<file path="src/hw/ipod_pkg.sv">
`default_nettype none

package ipod_pkg;

  // ============================================================
  // Vector types
  // ============================================================
  typedef logic [21:0] addr_t;
  typedef logic [7:0]  sample_t;
  typedef logic [7:0]  ascii_t;
  typedef logic [15:0] period_t;

  // Command keys, upper case ASCII
  localparam ascii_t KEY_PLAY    = 8'h45;
  localparam ascii_t KEY_STOP    = 8'h44;
  localparam ascii_t KEY_BACK    = 8'h42;
  localparam ascii_t KEY_FORWARD = 8'h46;
  localparam ascii_t KEY_RESTART = 8'h52;

  // Sample period limits, in clocks per sample
  localparam period_t DEFAULT_PERIOD = 16'd40;
  localparam period_t RATE_STEP      = 16'd4;
  localparam period_t MIN_PERIOD     = 16'd16;
  localparam period_t MAX_PERIOD     = 16'd96;

  // Flash access timing
  localparam int unsigned READ_WAIT_CYCLES = 7;
  localparam int unsigned WAIT_CNT_W       = $clog2(READ_WAIT_CYCLES);
  typedef logic [WAIT_CNT_W-1:0] wait_cnt_t;
  localparam wait_cnt_t WAIT_LAST = wait_cnt_t'(READ_WAIT_CYCLES - 1);

  // Top of the sample region
  localparam addr_t LAST_ADDR = 22'h01FFFF;

  // ============================================================
  // Control state and grouped signals
  // ============================================================
  typedef enum logic [2:0] {
    ST_INIT      = 3'd0,
    ST_STOP      = 3'd1,
    ST_PLAY      = 3'd2,
    ST_PLAY_BACK = 3'd3,
    ST_STOP_BACK = 3'd4,
    ST_RESTART   = 3'd5
  } play_state_e;

  typedef struct packed {
    logic playing;
    logic reverse;
    logic restart;
  } play_ctrl_t;

  typedef struct packed {
    logic up;
    logic down;
    logic to_default;
  } speed_cmd_t;

  typedef struct packed {
    addr_t addr;
    logic  ce_n;
    logic  oe_n;
  } flash_bus_t;

endpackage

`default_nettype wire
</file>
<file path="src/hw/ipod_player.sv">
`default_nettype none

module ipod_player (
  input  wire logic                 clk,
  input  wire logic                 rst,
  input  wire ipod_pkg::ascii_t     key_ascii,
  input  wire ipod_pkg::speed_cmd_t speed_cmd,
  input  wire ipod_pkg::sample_t    flash_dq,
  output ipod_pkg::flash_bus_t      flash_bus,
  output ipod_pkg::sample_t         sample,
  output logic                      sample_valid,
  output ipod_pkg::play_ctrl_t      play_ctrl
);

  logic            tick;
  logic            step;
  logic            ce_n;
  logic            oe_n;
  ipod_pkg::addr_t addr;

  // ============================================================
  // Decode and execute stages
  // ============================================================
  key_command_fsm i_key_command_fsm (
    .clk       (clk),
    .rst       (rst),
    .key_ascii (key_ascii),
    .play_ctrl (play_ctrl)
  );

  sample_rate_gen i_sample_rate_gen (
    .clk       (clk),
    .rst       (rst),
    .speed_cmd (speed_cmd),
    .tick      (tick)
  );

  flash_read_seq i_flash_read_seq (
    .clk          (clk),
    .rst          (rst),
    .tick         (tick),
    .playing      (play_ctrl.playing),
    .flash_dq     (flash_dq),
    .flash_ce_n   (ce_n),
    .flash_oe_n   (oe_n),
    .sample       (sample),
    .sample_valid (sample_valid),
    .step         (step)
  );

  address_walker i_address_walker (
    .clk     (clk),
    .rst     (rst),
    .step    (step),
    .reverse (play_ctrl.reverse),
    .restart (play_ctrl.restart),
    .addr    (addr)
  );

  // Flash pins gathered into one bus
  always_comb
  begin
    flash_bus.addr = addr;
    flash_bus.ce_n = ce_n;
    flash_bus.oe_n = oe_n;
  end

endmodule

`default_nettype wire

</file>
<file path="src/hw/address_walker.sv">
`default_nettype none

module address_walker (
  input  wire logic            clk,
  input  wire logic            rst,
  input  wire logic            step,
  input  wire logic            reverse,
  input  wire logic            restart,
  output ipod_pkg::addr_t      addr
);

  ipod_pkg::addr_t addr_up;
  ipod_pkg::addr_t addr_down;

  // ============================================================
  // Neighbour addresses, wrapping inside the sample region
  // ============================================================
  always_comb
  begin
    if (addr == ipod_pkg::LAST_ADDR)
      addr_up = '0;
    else
      addr_up = addr + 22'd1;

    if (addr == '0)
      addr_down = ipod_pkg::LAST_ADDR;
    else
      addr_down = addr - 22'd1;
  end

  // Restart pins the address to zero and overrides any step
  always_ff @(posedge clk or posedge rst)
  begin
    if (rst)
    begin
      addr <= '0;
    end
    else if (restart)
    begin
      addr <= '0;
    end
    else if (step)
    begin
      if (reverse)
        addr <= addr_down;
      else
        addr <= addr_up;
    end
  end

endmodule

`default_nettype wire

</file>
<file path="src/hw/flash_read_seq.sv">
`default_nettype none

module flash_read_seq (
  input  wire logic              clk,
  input  wire logic              rst,
  input  wire logic              tick,
  input  wire logic              playing,
  input  wire ipod_pkg::sample_t flash_dq,
  output logic                   flash_ce_n,
  output logic                   flash_oe_n,
  output ipod_pkg::sample_t      sample,
  output logic                   sample_valid,
  output logic                   step
);

  logic                rd_busy;
  ipod_pkg::wait_cnt_t wait_cnt;
  logic                rd_last;

  // Final clock of the enable window
  assign rd_last = rd_busy && (wait_cnt == ipod_pkg::WAIT_LAST);

  // ============================================================
  // Read window
  // ============================================================
  // Ticks landing inside a window are dropped
  always_ff @(posedge clk or posedge rst)
  begin
    if (rst)
    begin
      rd_busy  <= 1'b0;
      wait_cnt <= '0;
    end
    else if (!rd_busy)
    begin
      if (tick && playing)
      begin
        rd_busy  <= 1'b1;
        wait_cnt <= '0;
      end
    end
    else if (rd_last)
    begin
      rd_busy <= 1'b0;
    end
    else
    begin
      wait_cnt <= wait_cnt + ipod_pkg::wait_cnt_t'(1);
    end
  end

  // Chip and output enable share one window
  always_comb
  begin
    flash_ce_n = !rd_busy;
    flash_oe_n = !rd_busy;
  end

  // ============================================================
  // Byte capture
  // ============================================================
  always_ff @(posedge clk or posedge rst)
  begin
    if (rst)
    begin
      sample       <= '0;
      sample_valid <= 1'b0;
    end
    else
    begin
      sample_valid <= rd_last;
      if (rd_last)
        sample <= flash_dq;
    end
  end

  // Address moves on in the same cycle the sample is presented
  assign step = sample_valid;

endmodule

`default_nettype wire

</file>
<file path="src/hw/sample_rate_gen.sv">
`default_nettype none

module sample_rate_gen (
  input  wire logic                 clk,
  input  wire logic                 rst,
  input  wire ipod_pkg::speed_cmd_t speed_cmd,
  output logic                      tick
);

  ipod_pkg::period_t period_q;
  ipod_pkg::period_t period_d;
  ipod_pkg::period_t active_period;
  ipod_pkg::period_t count;

  // ============================================================
  // Period register with clamped steps
  // ============================================================
  // Default beats faster, faster beats slower
  always_comb
  begin
    period_d = period_q;
    if (speed_cmd.to_default)
    begin
      period_d = ipod_pkg::DEFAULT_PERIOD;
    end
    else if (speed_cmd.up)
    begin
      if (period_q >= ipod_pkg::MIN_PERIOD + ipod_pkg::RATE_STEP)
        period_d = period_q - ipod_pkg::RATE_STEP;
      else
        period_d = ipod_pkg::MIN_PERIOD;
    end
    else if (speed_cmd.down)
    begin
      if (period_q <= ipod_pkg::MAX_PERIOD - ipod_pkg::RATE_STEP)
        period_d = period_q + ipod_pkg::RATE_STEP;
      else
        period_d = ipod_pkg::MAX_PERIOD;
    end
  end

  always_ff @(posedge clk or posedge rst)
  begin
    if (rst)
    begin
      period_q <= ipod_pkg::DEFAULT_PERIOD;
    end
    else
    begin
      period_q <= period_d;
    end
  end

  // ============================================================
  // Tick divider
  // ============================================================
  // Interval length is frozen until the current interval ends
  assign tick = (count == active_period - 16'd1);

  always_ff @(posedge clk or posedge rst)
  begin
    if (rst)
    begin
      count         <= '0;
      active_period <= ipod_pkg::DEFAULT_PERIOD;
    end
    else if (tick)
    begin
      count         <= '0;
      active_period <= period_d;
    end
    else
    begin
      count <= count + 16'd1;
    end
  end

endmodule

`default_nettype wire

</file>
<file path="src/hw/key_command_fsm.sv">
`default_nettype none

module key_command_fsm (
  input  wire logic                clk,
  input  wire logic                rst,
  input  wire ipod_pkg::ascii_t    key_ascii,
  output ipod_pkg::play_ctrl_t     play_ctrl
);

  ipod_pkg::play_state_e state;
  ipod_pkg::play_state_e next_state;

  // ============================================================
  // State register
  // ============================================================
  always_ff @(posedge clk or posedge rst)
  begin
    if (rst)
    begin
      state <= ipod_pkg::ST_INIT;
    end
    else
    begin
      state <= next_state;
    end
  end

  // Keys not listed for a state leave it where it is
  always_comb
  begin
    next_state = state;
    case (state)
      ipod_pkg::ST_INIT:
      begin
        next_state = ipod_pkg::ST_STOP;
      end
      ipod_pkg::ST_STOP:
      begin
        if (key_ascii == ipod_pkg::KEY_PLAY)
          next_state = ipod_pkg::ST_PLAY;
      end
      ipod_pkg::ST_PLAY:
      begin
        if (key_ascii == ipod_pkg::KEY_STOP)
          next_state = ipod_pkg::ST_STOP;
        else if (key_ascii == ipod_pkg::KEY_BACK)
          next_state = ipod_pkg::ST_PLAY_BACK;
        else if (key_ascii == ipod_pkg::KEY_RESTART)
          next_state = ipod_pkg::ST_RESTART;
      end
      ipod_pkg::ST_PLAY_BACK:
      begin
        if (key_ascii == ipod_pkg::KEY_FORWARD)
          next_state = ipod_pkg::ST_PLAY;
        else if (key_ascii == ipod_pkg::KEY_STOP)
          next_state = ipod_pkg::ST_STOP_BACK;
      end
      ipod_pkg::ST_STOP_BACK:
      begin
        if (key_ascii == ipod_pkg::KEY_PLAY)
          next_state = ipod_pkg::ST_PLAY_BACK;
      end
      ipod_pkg::ST_RESTART:
      begin
        // Hold at the start until R is let go
        if (key_ascii != ipod_pkg::KEY_RESTART)
          next_state = ipod_pkg::ST_PLAY;
      end
      default:
      begin
        next_state = ipod_pkg::ST_INIT;
      end
    endcase
  end

  // ============================================================
  // Status decode, straight from the state
  // ============================================================
  always_comb
  begin
    play_ctrl.playing = (state == ipod_pkg::ST_PLAY) ||
                        (state == ipod_pkg::ST_PLAY_BACK);
    play_ctrl.reverse = (state == ipod_pkg::ST_PLAY_BACK) ||
                        (state == ipod_pkg::ST_STOP_BACK);
    play_ctrl.restart = (state == ipod_pkg::ST_RESTART);
  end

endmodule

`default_nettype wire

</file>
<file path="config.mk">
export PLATFORM = sky130hd
export DESIGN_NAME = ipod_player
export DESIGN_NICKNAME = d
export VERILOG_FILES = /design/src/hw/ipod_pkg.sv /design/src/hw/ipod_player.sv /design/src/hw/address_walker.sv /design/src/hw/flash_read_seq.sv /design/src/hw/sample_rate_gen.sv /design/src/hw/key_command_fsm.sv
export SDC_FILE = /design/constraint.sdc
export NUM_CORES = 1
export LEC_CHECK = 0
export BUFFER_PORTS_ARGS = -buffer_cell sky130_fd_sc_hd__clkbuf_2
export CORE_ASPECT_RATIO = 1.5
export CORE_MARGIN = 5
export CORE_UTILIZATION = 40
export DETAILED_ROUTE_END_ITERATION = 8
export SYNTH_ARGS = -nofsm -noshare
export SYNTH_HDL_FRONTEND = slang
export SYNTH_SLANG_ARGS = --single-unit
</file>
<file path="constraint.sdc">
create_clock -name clk -period 4.7 [get_ports clk]
set_input_delay 0.94 -clock clk [delete_from_list [all_inputs] [get_ports clk]]
set_output_delay 0.94 -clock clk [all_outputs]
set_load 0.02 [all_outputs]
</file>
==> results.json, run 1 <==
{
  "vdd_drop_max_v": 0.0002169,
  "netlist_instances": 650,
  "ys_seq_elements": 86,
  "min_path_cells": 1,
  "cp_max_fo": 20,
  "fin_crit_sh_pct": 76.06,
  "nets": 713,
  "p_clk_share_pct": 36.9,
  "postCtsSetupBuffers": 0,
  "p_comb_share_pct": 22.2,
  "fin_util_pct": 45.51,
  "dieArea_mm2": 0.01674,
  "vias": 5012,
  "initial_utilization_pct": 40.62,
  "skew_ns": 0.009893,
  "seq_power_share_pct": 40.9,
  "crit_type": "reg -> reg",
  "ys.flop_type": "dfrtp_1",
  "power_uw": 1965,
  "htreeDepth": 3,
  "gp_congestion": 0.9069,
  "core-area_mm2": 0.01399,
  "holdPathEnd": "i_flash_read_seq.sample[3]",
  "drcViolationCount": 0,
  "grt_pass1_vias": 5064,
  "io_buffers": 56,
  "r2r-end": "i_flash_read_seq.wait_cnt[0]",
  "rsz0062_at_grt": "false",
  "die_w_um": 107.3,
  "syn_nets": 680,
  "ys_seq_area_share_pct": 37.96,
  "grt_pass1_wl_um": 24310,
  "fp-row-count": 53,
  "die_y_um": 156.0,
  "reg2reg_from": "i_sample_rate_gen.active_period[0]",
  "yosysWarnings": 0,
  "antenna_found_initial": 0,
  "routed_via_density": 5.695,
  "power_density_mw_per_mm2": 308.6,
  "cp-start-kind": "flop",
  "track_usage_pct": 17.83,
  "rrSetupSlack_ns": 1.13,
  "clk-insertion-delay-late_ns": 0.34,
  "drive_gt1_share_pct": 18.31,
  "place_area_mm2": 0.006067,
  "layout_commonest_cell": "dfrtp_1",
  "place_inst": 864,
  "status": "complete, no violations",
  "cap_violations": 0,
  "register_area_mm2": 0.002157,
  "cts_tree": "done",
  "io_pins": 57,
  "globalRouteOverflowTotal": 0,
  "layout_common_cells": "dfrtp_1 (82), nor2_1 (68), clkbuf_2 (56), a21oi_1 (39), nand2_1 (38)",
  "intPower_uw": 1351,
  "fmax_mhz": 279.7,
  "report.final.slew_viol_count": 0,
  "fillerInstances": 1406,
  "crit_path_end_kind": "flop",
  "cts_made_buffers": 9,
  "ys_async_sr_fraction_pct": 100.0,
  "fin_cells": 880,
  "min_period_ns": 3.575,
  "num_antenna_cells": 0,
  "drt_wl_total_um": 14410,
  "clk_path_buf_depth": 2,
  "wl_per_cell_um": 16.38,
  "stdcell_area_mm2": 0.006367,
  "switching_share_pct": 31.27,
  "syn-cell-area_mm2": 0.005683,
  "finalHoldViolations": 0,
  "antenna_left": 0,
  "worst-r2r-cell-count": 9,
  "slew_headroom_pct": 28.14,
  "clk_pin_slew_ns": 0.07,
  "tightest_slew_ns": 1.070,
  "syn_avg_cell_area_um2": 8.743,
  "worstPathArrival_ns": 3.78,
  "hold_start": "i_flash_read_seq.sample[3]",
  "cts_resized": 0,
  "dp_hpwl_um": 10800,
  "p_sw_uw": 614.5,
  "grt_start_max_net_pins": 54,
  "hold_buffers": 0,
  "drt-initial-drc-count": 208,
  "dr.pass1.iters": 5,
  "synth_enable_flop_cells": 0,
  "multi_input_area_mm2": 0.003231,
  "clock_sinks": 86,
  "cts_root_buffer": "clkbuf_16",
  "worstHoldPathType": "reg -> reg",
  "leakage_uw": 0.002861,
  "cp.required_ns": 4.91,
  "synth_cell_types": 71,
  "syn_to_final_growth_pct": 12.04,
  "setup_tns_ns": 0,
  "setup-violations-final": 0
}
-- cells by family (layout without fill, tap and decap cells) --
logic type / after synthesis / in the layout / share of synthesized area, %
xor gates and xnor gates: 51 / 51 / 7.860
adders and majority gates: 9 / 9 / 1.982
muxes: 31 / 31 / 6.033
buffers and inverters: 69 / 107 / 5.196
DFF: 86 / 86 / 37.96
AOI/OAI and AO/OA: 139 / 139 / 15.94
and+or+nand+nor: 265 / 265 / 25.03
-- worst max-delay path by stage --
stage	from	to	slack, ns	cells after the start
6_report	i_sample_rate_gen.active_period[0]	i_flash_read_seq.wait_cnt[0]	1.13	9
5_1_grt	i_sample_rate_gen.active_period[2]	i_flash_read_seq.wait_cnt[0]	0.80	7
4_1_cts	i_sample_rate_gen.active_period[0]	i_flash_read_seq.wait_cnt[0]	1.09	9
3_5_place_dp	i_sample_rate_gen.active_period[0]	i_flash_read_seq.wait_cnt[0]	1.12	9
3_3_place_gp	i_sample_rate_gen.active_period[0]	i_flash_read_seq.wait_cnt[0]	1.21	9
2_1_floorplan	rst	i_address_walker.addr[0]	1.54	1
-- flip-flops by register name, summed over array words and instances, names as in the netlist --
name / cells
i_sample_rate_gen.active_period: 16
i_flash_read_seq.sample_valid: 1
i_key_command_fsm.state: 3
i_address_walker.addr: 22
i_sample_rate_gen.count: 16
i_sample_rate_gen.period_q: 16
i_flash_read_seq.rd_busy: 1
i_flash_read_seq.wait_cnt: 3
i_flash_read_seq.sample: 8
-- power groups by stage --
stage,registers (uW),clock network (uW),logic [uW]
floorplan,801,0,350
global placement,816,0,424
detailed placement,818,0,436
CTS,803,748,438
global route,810,780,479
finish,804,724,436
-- synth_stat cells (4+ instances only) --
cell type | n | area share, %
dfrtp_1 | 82 | 36
nor2_1 | 68 | 4.5
a21oi_1 | 39 | 3.4
nand2_1 | 38 | 2.5
xor2_1 | 33 | 5.1
inv_1 | 28 | 1.8
o21ai_0 | 28 | 2.5
clkbuf_1 | 27 | 1.8
nor3_1 | 27 | 2.4
mux2_2 | 26 | 5.2
nand3_1 | 25 | 2.2
xnor2_1 | 18 | 2.8
nand4_1 | 15 | 1.7
nor4_1 | 13 | 1.4
a31oi_1 | 12 | 1.3
or3_1 | 10 | 1.1
ha_1 | 9 | 2.0
nand2b_1 | 9 | 0.99
or4_1 | 8 | 1.1
and2_1 | 7 | 0.77
or2_2 | 7 | 0.77
buf_4 | 6 | 0.79
nor3b_1 | 6 | 0.79
and3_1 | 5 | 0.55
mux2i_1 | 5 | 0.88
o2111ai_1 | 5 | 0.77
o211ai_1 | 5 | 0.66
o22ai_1 | 5 | 0.55
dfstp_2 | 4 | 1.8
nor2b_1 | 4 | 0.44
nor4b_1 | 4 | 0.62
o31ai_1 | 4 | 0.53
-- critical path, stage by stage (launching register included) --
cell	delay (ns)
dfrtp_1	0.43
inv_1	0.08
ha_1	0.27
or4b_1	0.60
nor3_1	0.23
mux2i_1	0.21
a32oi_1	0.10
nor4_4	0.98
buf_4	0.39
a41oi_1	0.15
-- through the flow --
| stage | worst slack, ns | hold slack, ns |
|---|---|---|
| 5_1_grt | 0.7988 | 0.5265 |
| 3_3_place_gp | 1.209 | 0.4930 |
| 6_report | 1.125 | 0.5050 |
| 2_1_floorplan | 1.545 | 0.4838 |
| 4_1_cts | 1.093 | 0.5083 |
| 3_5_place_dp | 1.124 | 0.4922 |
-- layer usage --
layer | GRT usage (%) | wire length, um | up-vias
met5 | 0 | 0 | -
met4 | 8.288 | 467 | 0
met3 | 3.271 | 429 | 31
met2 | 33.36 | 7970 | 109
met1 | 19.07 | 5545 | 2448
li1 | - | - | 2424
-- final cells by class --
| cell class | count | share of cell area (%) |
|---|---|---|
| inverter | 28 | 1.670 |
| clock inverter | 5 | 0.9039 |
| timing repair buffer | 63 | 5.227 |
| multi-input combinational | 495 | 50.74 |
| sequential | 86 | 33.88 |
| clock buffer | 11 | 3.812 |
| tap | 192 | 3.773 |
No activity file was read; power rests on OpenSTA's default activity.
==> inputs of run 2 (changes only) <==
==> constraint.sdc (replaced) <==
create_clock -name clk -period 3.2 [get_ports clk]
set_input_delay 0.64 -clock clk [delete_from_list [all_inputs] [get_ports clk]]
set_output_delay 0.64 -clock clk [all_outputs]
set_load 0.02 [all_outputs]
==> run 2 against run 1 <==
Net effect: fmax up 20%; clock skew up 0.0020 ns; total power up 56%; count of clock-buffer cells in the layout down 1; largest cell class unchanged; sequential cell count unchanged; via count up 2.6%; largest power group is now clock; design area up 2.7%; sequential share of layout area down 0.88 points.
==> results.json, run 2 (same netlist as run 1, synthesis figures left out) <==
{
  "p_clk_share_pct": 40.0,
  "clk_path_buf_depth": 2,
  "multi_input_area_mm2": 0.003231,
  "htreeDepth": 3,
  "drt_wl_total_um": 14910,
  "cts_tree": "done",
  "die_y_um": 156.0,
  "layout_commonest_cell": "dfrtp_1",
  "nets": 728,
  "place_inst": 879,
  "num_antenna_cells": 0,
  "vias": 5141,
  "largest_reg_flops": 22,
  "worstHoldPathType": "in -> async",
  "clk-insertion-delay-late_ns": 0.35,
  "rsz0062_at_grt": "false",
  "leakage_uw": 0.002958,
  "antenna_found_initial": 0,
  "power_density_mw_per_mm2": 468.7,
  "fin_cells": 895,
  "seq_power_share_pct": 38.6,
  "intPower_uw": 2140,
  "track_usage_pct": 18.30,
  "dr.pass1.iters": 5,
  "fin_util_pct": 46.72,
  "cts_root_buffer": "clkbuf_16",
  "register_area_mm2": 0.002157,
  "p_sw_uw": 924.3,
  "cp-start-kind": "flop",
  "wl_per_cell_um": 16.66,
  "cts_resized": 0,
  "hold_buffers": 0,
  "crit_path_end_kind": "flop",
  "cpMaxStageDelayCell": "or4b_1",
  "setup_tns_ns": 0,
  "crit_type": "reg -> reg",
  "setup-violations-final": 0,
  "place_ws_ns": 0.2367,
  "slew_headroom_pct": 48.52,
  "io_pins": 57,
  "p_comb_share_pct": 21.4,
  "core-area_mm2": 0.01399,
  "worstPathArrival_ns": 3.20,
  "crit_chain": "inv_1, ha_1, or4b_1, nor3_1, mux2i_1, a32oi_1, nor4_4, buf_4, mux2_2",
  "fmax_mhz": 336.5,
  "dp_hpwl_um": 11140,
  "syn_to_final_growth_pct": 15.04,
  "layout_common_cells": "dfrtp_1 (82), nor2_1 (68), clkbuf_2 (56), a21oi_1 (39), nand2_1 (38)",
  "status": "complete, no violations",
  "report.final.slew_viol_count": 0,
  "fillerInstances": 1395,
  "clk_pin_slew_ns": 0.07,
  "die_w_um": 107.3,
  "cap_violations": 0,
  "drt-initial-drc-count": 271,
  "drcViolationCount": 0,
  "finalHoldViolations": 0,
  "clock_sinks": 86,
  "vdd_drop_max_v": 0.0003023,
  "initial_utilization_pct": 40.62,
  "gp_congestion": 0.8832,
  "grt_pass1_vias": 5125,
  "power_uw": 3064,
  "grt_start_max_net_pins": 51,
  "drive_gt1_share_pct": 20.06,
  "max_stage_delay_ns": 0.59,
  "min_period_ns": 2.972,
  "routed_via_density": 5.744,
  "setup_ws_ns": 0.2283,
  "antenna_left": 0,
  "dieArea_mm2": 0.01674,
  "regMostFlops": "i_address_walker.addr",
  "cts_made_buffers": 9,
  "cp_max_fo": 16,
  "fin_crit_sh_pct": 92.87,
  "io_buffers": 56,
  "skew_ns": 0.01190,
  "cp.required_ns": 3.42,
  "fp-row-count": 53,
  "globalRouteOverflowTotal": 0,
  "tightest_slew_ns": 0.7722,
  "switching_share_pct": 30.16,
  "postCtsSetupBuffers": 0,
  "grt_pass1_wl_um": 24780
}
[run 2: cell type report]
class / count / area share, %
inverters: 28 / 1.627
flip-flops and latches: 86 / 33.00
well taps: 192 / 3.675
clock buffers: 10 / 3.502
multi-input cells: 495 / 49.42
clock inverters: 6 / 1.780
repair buffers: 78 / 7.005
[run 2: worst paths after layout]
| path | to | slack, ns | cells past startpoint | startpoint |
|---|---|---|---|---|
| max in group asynchronous | i_sample_rate_gen.period_q[11] | 2.17 | 3 | rst |
| setup / recovery | i_sample_rate_gen.active_period[13] | 0.23 | 9 | i_sample_rate_gen.active_period[0] |
| setup reg to reg | i_sample_rate_gen.active_period[13] | 0.23 | 9 | i_sample_rate_gen.active_period[0] |
| hold reg to reg | i_flash_read_seq.sample[0] | 0.50 | 1 | i_flash_read_seq.sample[0] |
| hold / removal | i_flash_read_seq.sample[3] | 0.33 | 2 | rst |
| min in group clk | i_flash_read_seq.sample[0] | 0.50 | 1 | i_flash_read_seq.sample[0] |
[run 2: per-stage QoR]
step                hold WS [ns]  area, um^2
floorplan                 0.4838        5683
global placement          0.4911        6192
detailed placement        0.4924        6192
CTS                       0.3587        6538
global route              0.3928        6538
finish                    0.3322        6538
[run 2: layer usage]
layer | global-route usage (%) | routed length (um) | up-vias
met5 | 0 | 0 | -
met4 | 9.324 | 539 | 0
met3 | 2.774 | 530 | 36
met2 | 34.35 | 8164 | 146
met1 | 19.51 | 5673 | 2495
li1 | - | - | 2464
[run 2: power by group through the flow]
stage	registers [uW]	clock network (uW)	logic (uW)
global placement	1200	0	642
detailed placement	1200	0	655
floorplan	1180	0	514
global route	1190	1300	718
CTS	1180	1250	657
finish	1180	1230	657
[run 2: critical path, delay by kind of cell, from the launching register on]
kind	cells	cell delay, ns
AO/OA/AOI/OAI	1	0.10
adder cells (fa/ha/maj)	1	0.26
buffers and inverters	2	0.36
flip-flops	1	0.43
multiplexers	2	0.57
AND/OR/NAND/NOR	3	1.14
==> inputs of run 3 (changes only) <==
--- a/config.mk
+++ b/config.mk
@@ -10,6 +10,7 @@
 export CORE_MARGIN = 5
 export CORE_UTILIZATION = 40
 export DETAILED_ROUTE_END_ITERATION = 8
+export PLACE_DENSITY = 0.65
 export SYNTH_ARGS = -nofsm -noshare
 export SYNTH_HDL_FRONTEND = slang
 export SYNTH_SLANG_ARGS = --single-unit
==> run 3 against run 2 <==
Net effect: setup slack worse by 0.027 ns; clock skew down 0.0060 ns; combinational power about the same; count of clock-buffer cells in the layout unchanged; via count grew 0.97%; first-iteration DRC count rose by 42%; clock power down 7%; non-clock buffer count is 3 higher; cell count increased by 0.34%; routed wire length shrank 1.8%; die area unchanged; largest cell class unchanged; highest routed layer unchanged.
==> results.json, run 3 (same netlist as run 1, synthesis figures left out) <==
{
  "status": "complete, no violations",
  "regMostFlops": "i_address_walker.addr",
  "clock_sinks": 86,
  "die_w_um": 107.3,
  "startpoint": "i_address_walker.addr[0]",
  "reg2reg_from": "i_address_walker.addr[0]",
  "cp.required_ns": 3.41,
  "track_usage_pct": 18.12,
  "cp_max_fo": 7,
  "clk_path_buf_depth": 2,
  "syn_to_final_growth_pct": 15.08,
  "num_antenna_cells": 0,
  "drcViolationCount": 0,
  "cts_root_buffer": "clkbuf_16",
  "fin_crit_sh_pct": 93.70,
  "initial_utilization_pct": 40.62,
  "worstHoldPathType": "in -> async",
  "layout_commonest_cell": "dfrtp_1",
  "vdd_drop_max_v": 0.0002460,
  "rrSetupSlack_ns": 0.20,
  "worstPathArrival_ns": 3.21,
  "cp-endpoint": "i_address_walker.addr[19]",
  "cts_made_buffers": 9,
  "report.final.slew_viol_count": 0,
  "clk-insertion-delay-late_ns": 0.34,
  "min_period_ns": 2.998,
  "die_y_um": 156.0,
  "slew_headroom_pct": 40.69,
  "cts_tree": "done",
  "clk_pin_slew_ns": 0.06,
  "vias": 5191,
  "largest_reg_flops": 22,
  "tightest_slew_ns": 0.8886,
  "hold_ws_ns": 0.4425,
  "antenna_found_initial": 0,
  "wl_per_cell_um": 16.31,
  "power_density_mw_per_mm2": 456.0,
  "postCtsSetupBuffers": 0,
  "routed_via_density": 5.781,
  "crit_type": "reg -> reg",
  "cap_violations": 0,
  "skew_ns": 0.005905,
  "r2r-end": "i_address_walker.addr[19]",
  "antenna_left": 0,
  "grt_pass1_wl_um": 24930,
  "drt_wl_total_um": 14650,
  "io_buffers": 56,
  "gp_congestion": 0.9379,
  "htreeDepth": 3,
  "worst-r2r-cell-count": 9,
  "finalHoldViolations": 0,
  "setup_tns_ns": 0,
  "core-area_mm2": 0.01399,
  "rsz0062_at_grt": "false",
  "globalRouteOverflowTotal": 0,
  "dp_hpwl_um": 11030,
  "io_pins": 57,
  "drt-initial-drc-count": 384,
  "leakage_uw": 0.002958,
  "fp-row-count": 53,
  "fmax_mhz": 333.5,
  "cp-start-kind": "flop",
  "crit_path_end_kind": "flop",
  "layout_common_cells": "dfrtp_1 (82), nor2_1 (68), clkbuf_2 (56), a21oi_1 (39), nand2_1 (38)",
  "dr.pass1.iters": 6,
  "grt_pass1_vias": 5418,
  "drive_gt1_share_pct": 20.54,
  "nets": 731,
  "setup-violations-final": 0,
  "dieArea_mm2": 0.01674,
  "grt_start_max_net_pins": 50
}
## run 3: cell count changes in the layout (fill, tap and decap cells not counted)
cell / before / now
bufinv_16: 3 / 2
buf_4: 21 / 24
clkinv_2: 1 / 2
inv_8: 0 / 1
inv_6: 3 / 1
clkinvlp_4: 0 / 1
or4b_4: 1 / 2
or4b_1: 1 / 0
## run 3: final cells by class
class,count,area [um^2]
clock inverter,6,92.59
inverter,28,106.4
sequential,86,2157
fill,1357,7452
clock buffer,10,229.0
timing repair buffer,81,480.5
multi-input combinational,495,3234
tap,192,240.2
## run 3: stage by stage
step	instances	area [um^2]	power (uW)	worst slack [ns]	utilization, %
after floorplan	650	5683	1691	0.2747	-
after global routing	898	6540	3142	0.05293	46.74
after CTS	898	6536	3013	0.1867	46.71
after global placement	882	6215	1839	0.3469	44.42
final	898	6540	2982	0.2017	46.74
after detailed placement	882	6215	1857	0.2273	44.42
## run 3: timing repair
action / in CTS / in global routing
hold buffers: 0 / 0
gates resized for setup: 0 / 1
setup endpoints to repair: 0 / 14
hold endpoints to repair: 0 / 0
## run 3: worst min-delay path by stage
stage	startpoint	endpoint	slack (ns)	depth (start not counted)
4_1_cts	rst	i_address_walker.addr[18]	0.47	2
3_3_place_gp	i_flash_read_seq.sample[5]	i_flash_read_seq.sample[5]	0.49	1
3_5_place_dp	i_flash_read_seq.sample[2]	i_flash_read_seq.sample[2]	0.49	1
2_1_floorplan	i_flash_read_seq.wait_cnt[0]	i_flash_read_seq.wait_cnt[0]	0.48	1
6_report	rst	i_address_walker.addr[18]	0.44	2
5_1_grt	rst	i_address_walker.addr[18]	0.51	2
## run 3: per-layer routing
metal	share of wire, %	GRT usage (%)
met2	54	34.17
met4	4.5	9.385
met5	0	0
met3	4.3	3.395
met1	37	18.70
## run 3: report_power, final
part | internal (uW) | total [uW] | switching (uW)
combinational | 245 | 660 | 415
sequential | 1120 | 1180 | 59.0
clock | 691 | 1140 | 448
## run 3: critical path, cell delays in order, from the launching register on
cell      delay [ns]
dfrtp_1         0.44
inv_1           0.12
ha_1            0.18
or4b_4          0.52
or3b_2          0.55
nor3_1          0.41
buf_4           0.22
nor2_1          0.11
a211oi_1        0.23
nor3_1          0.07
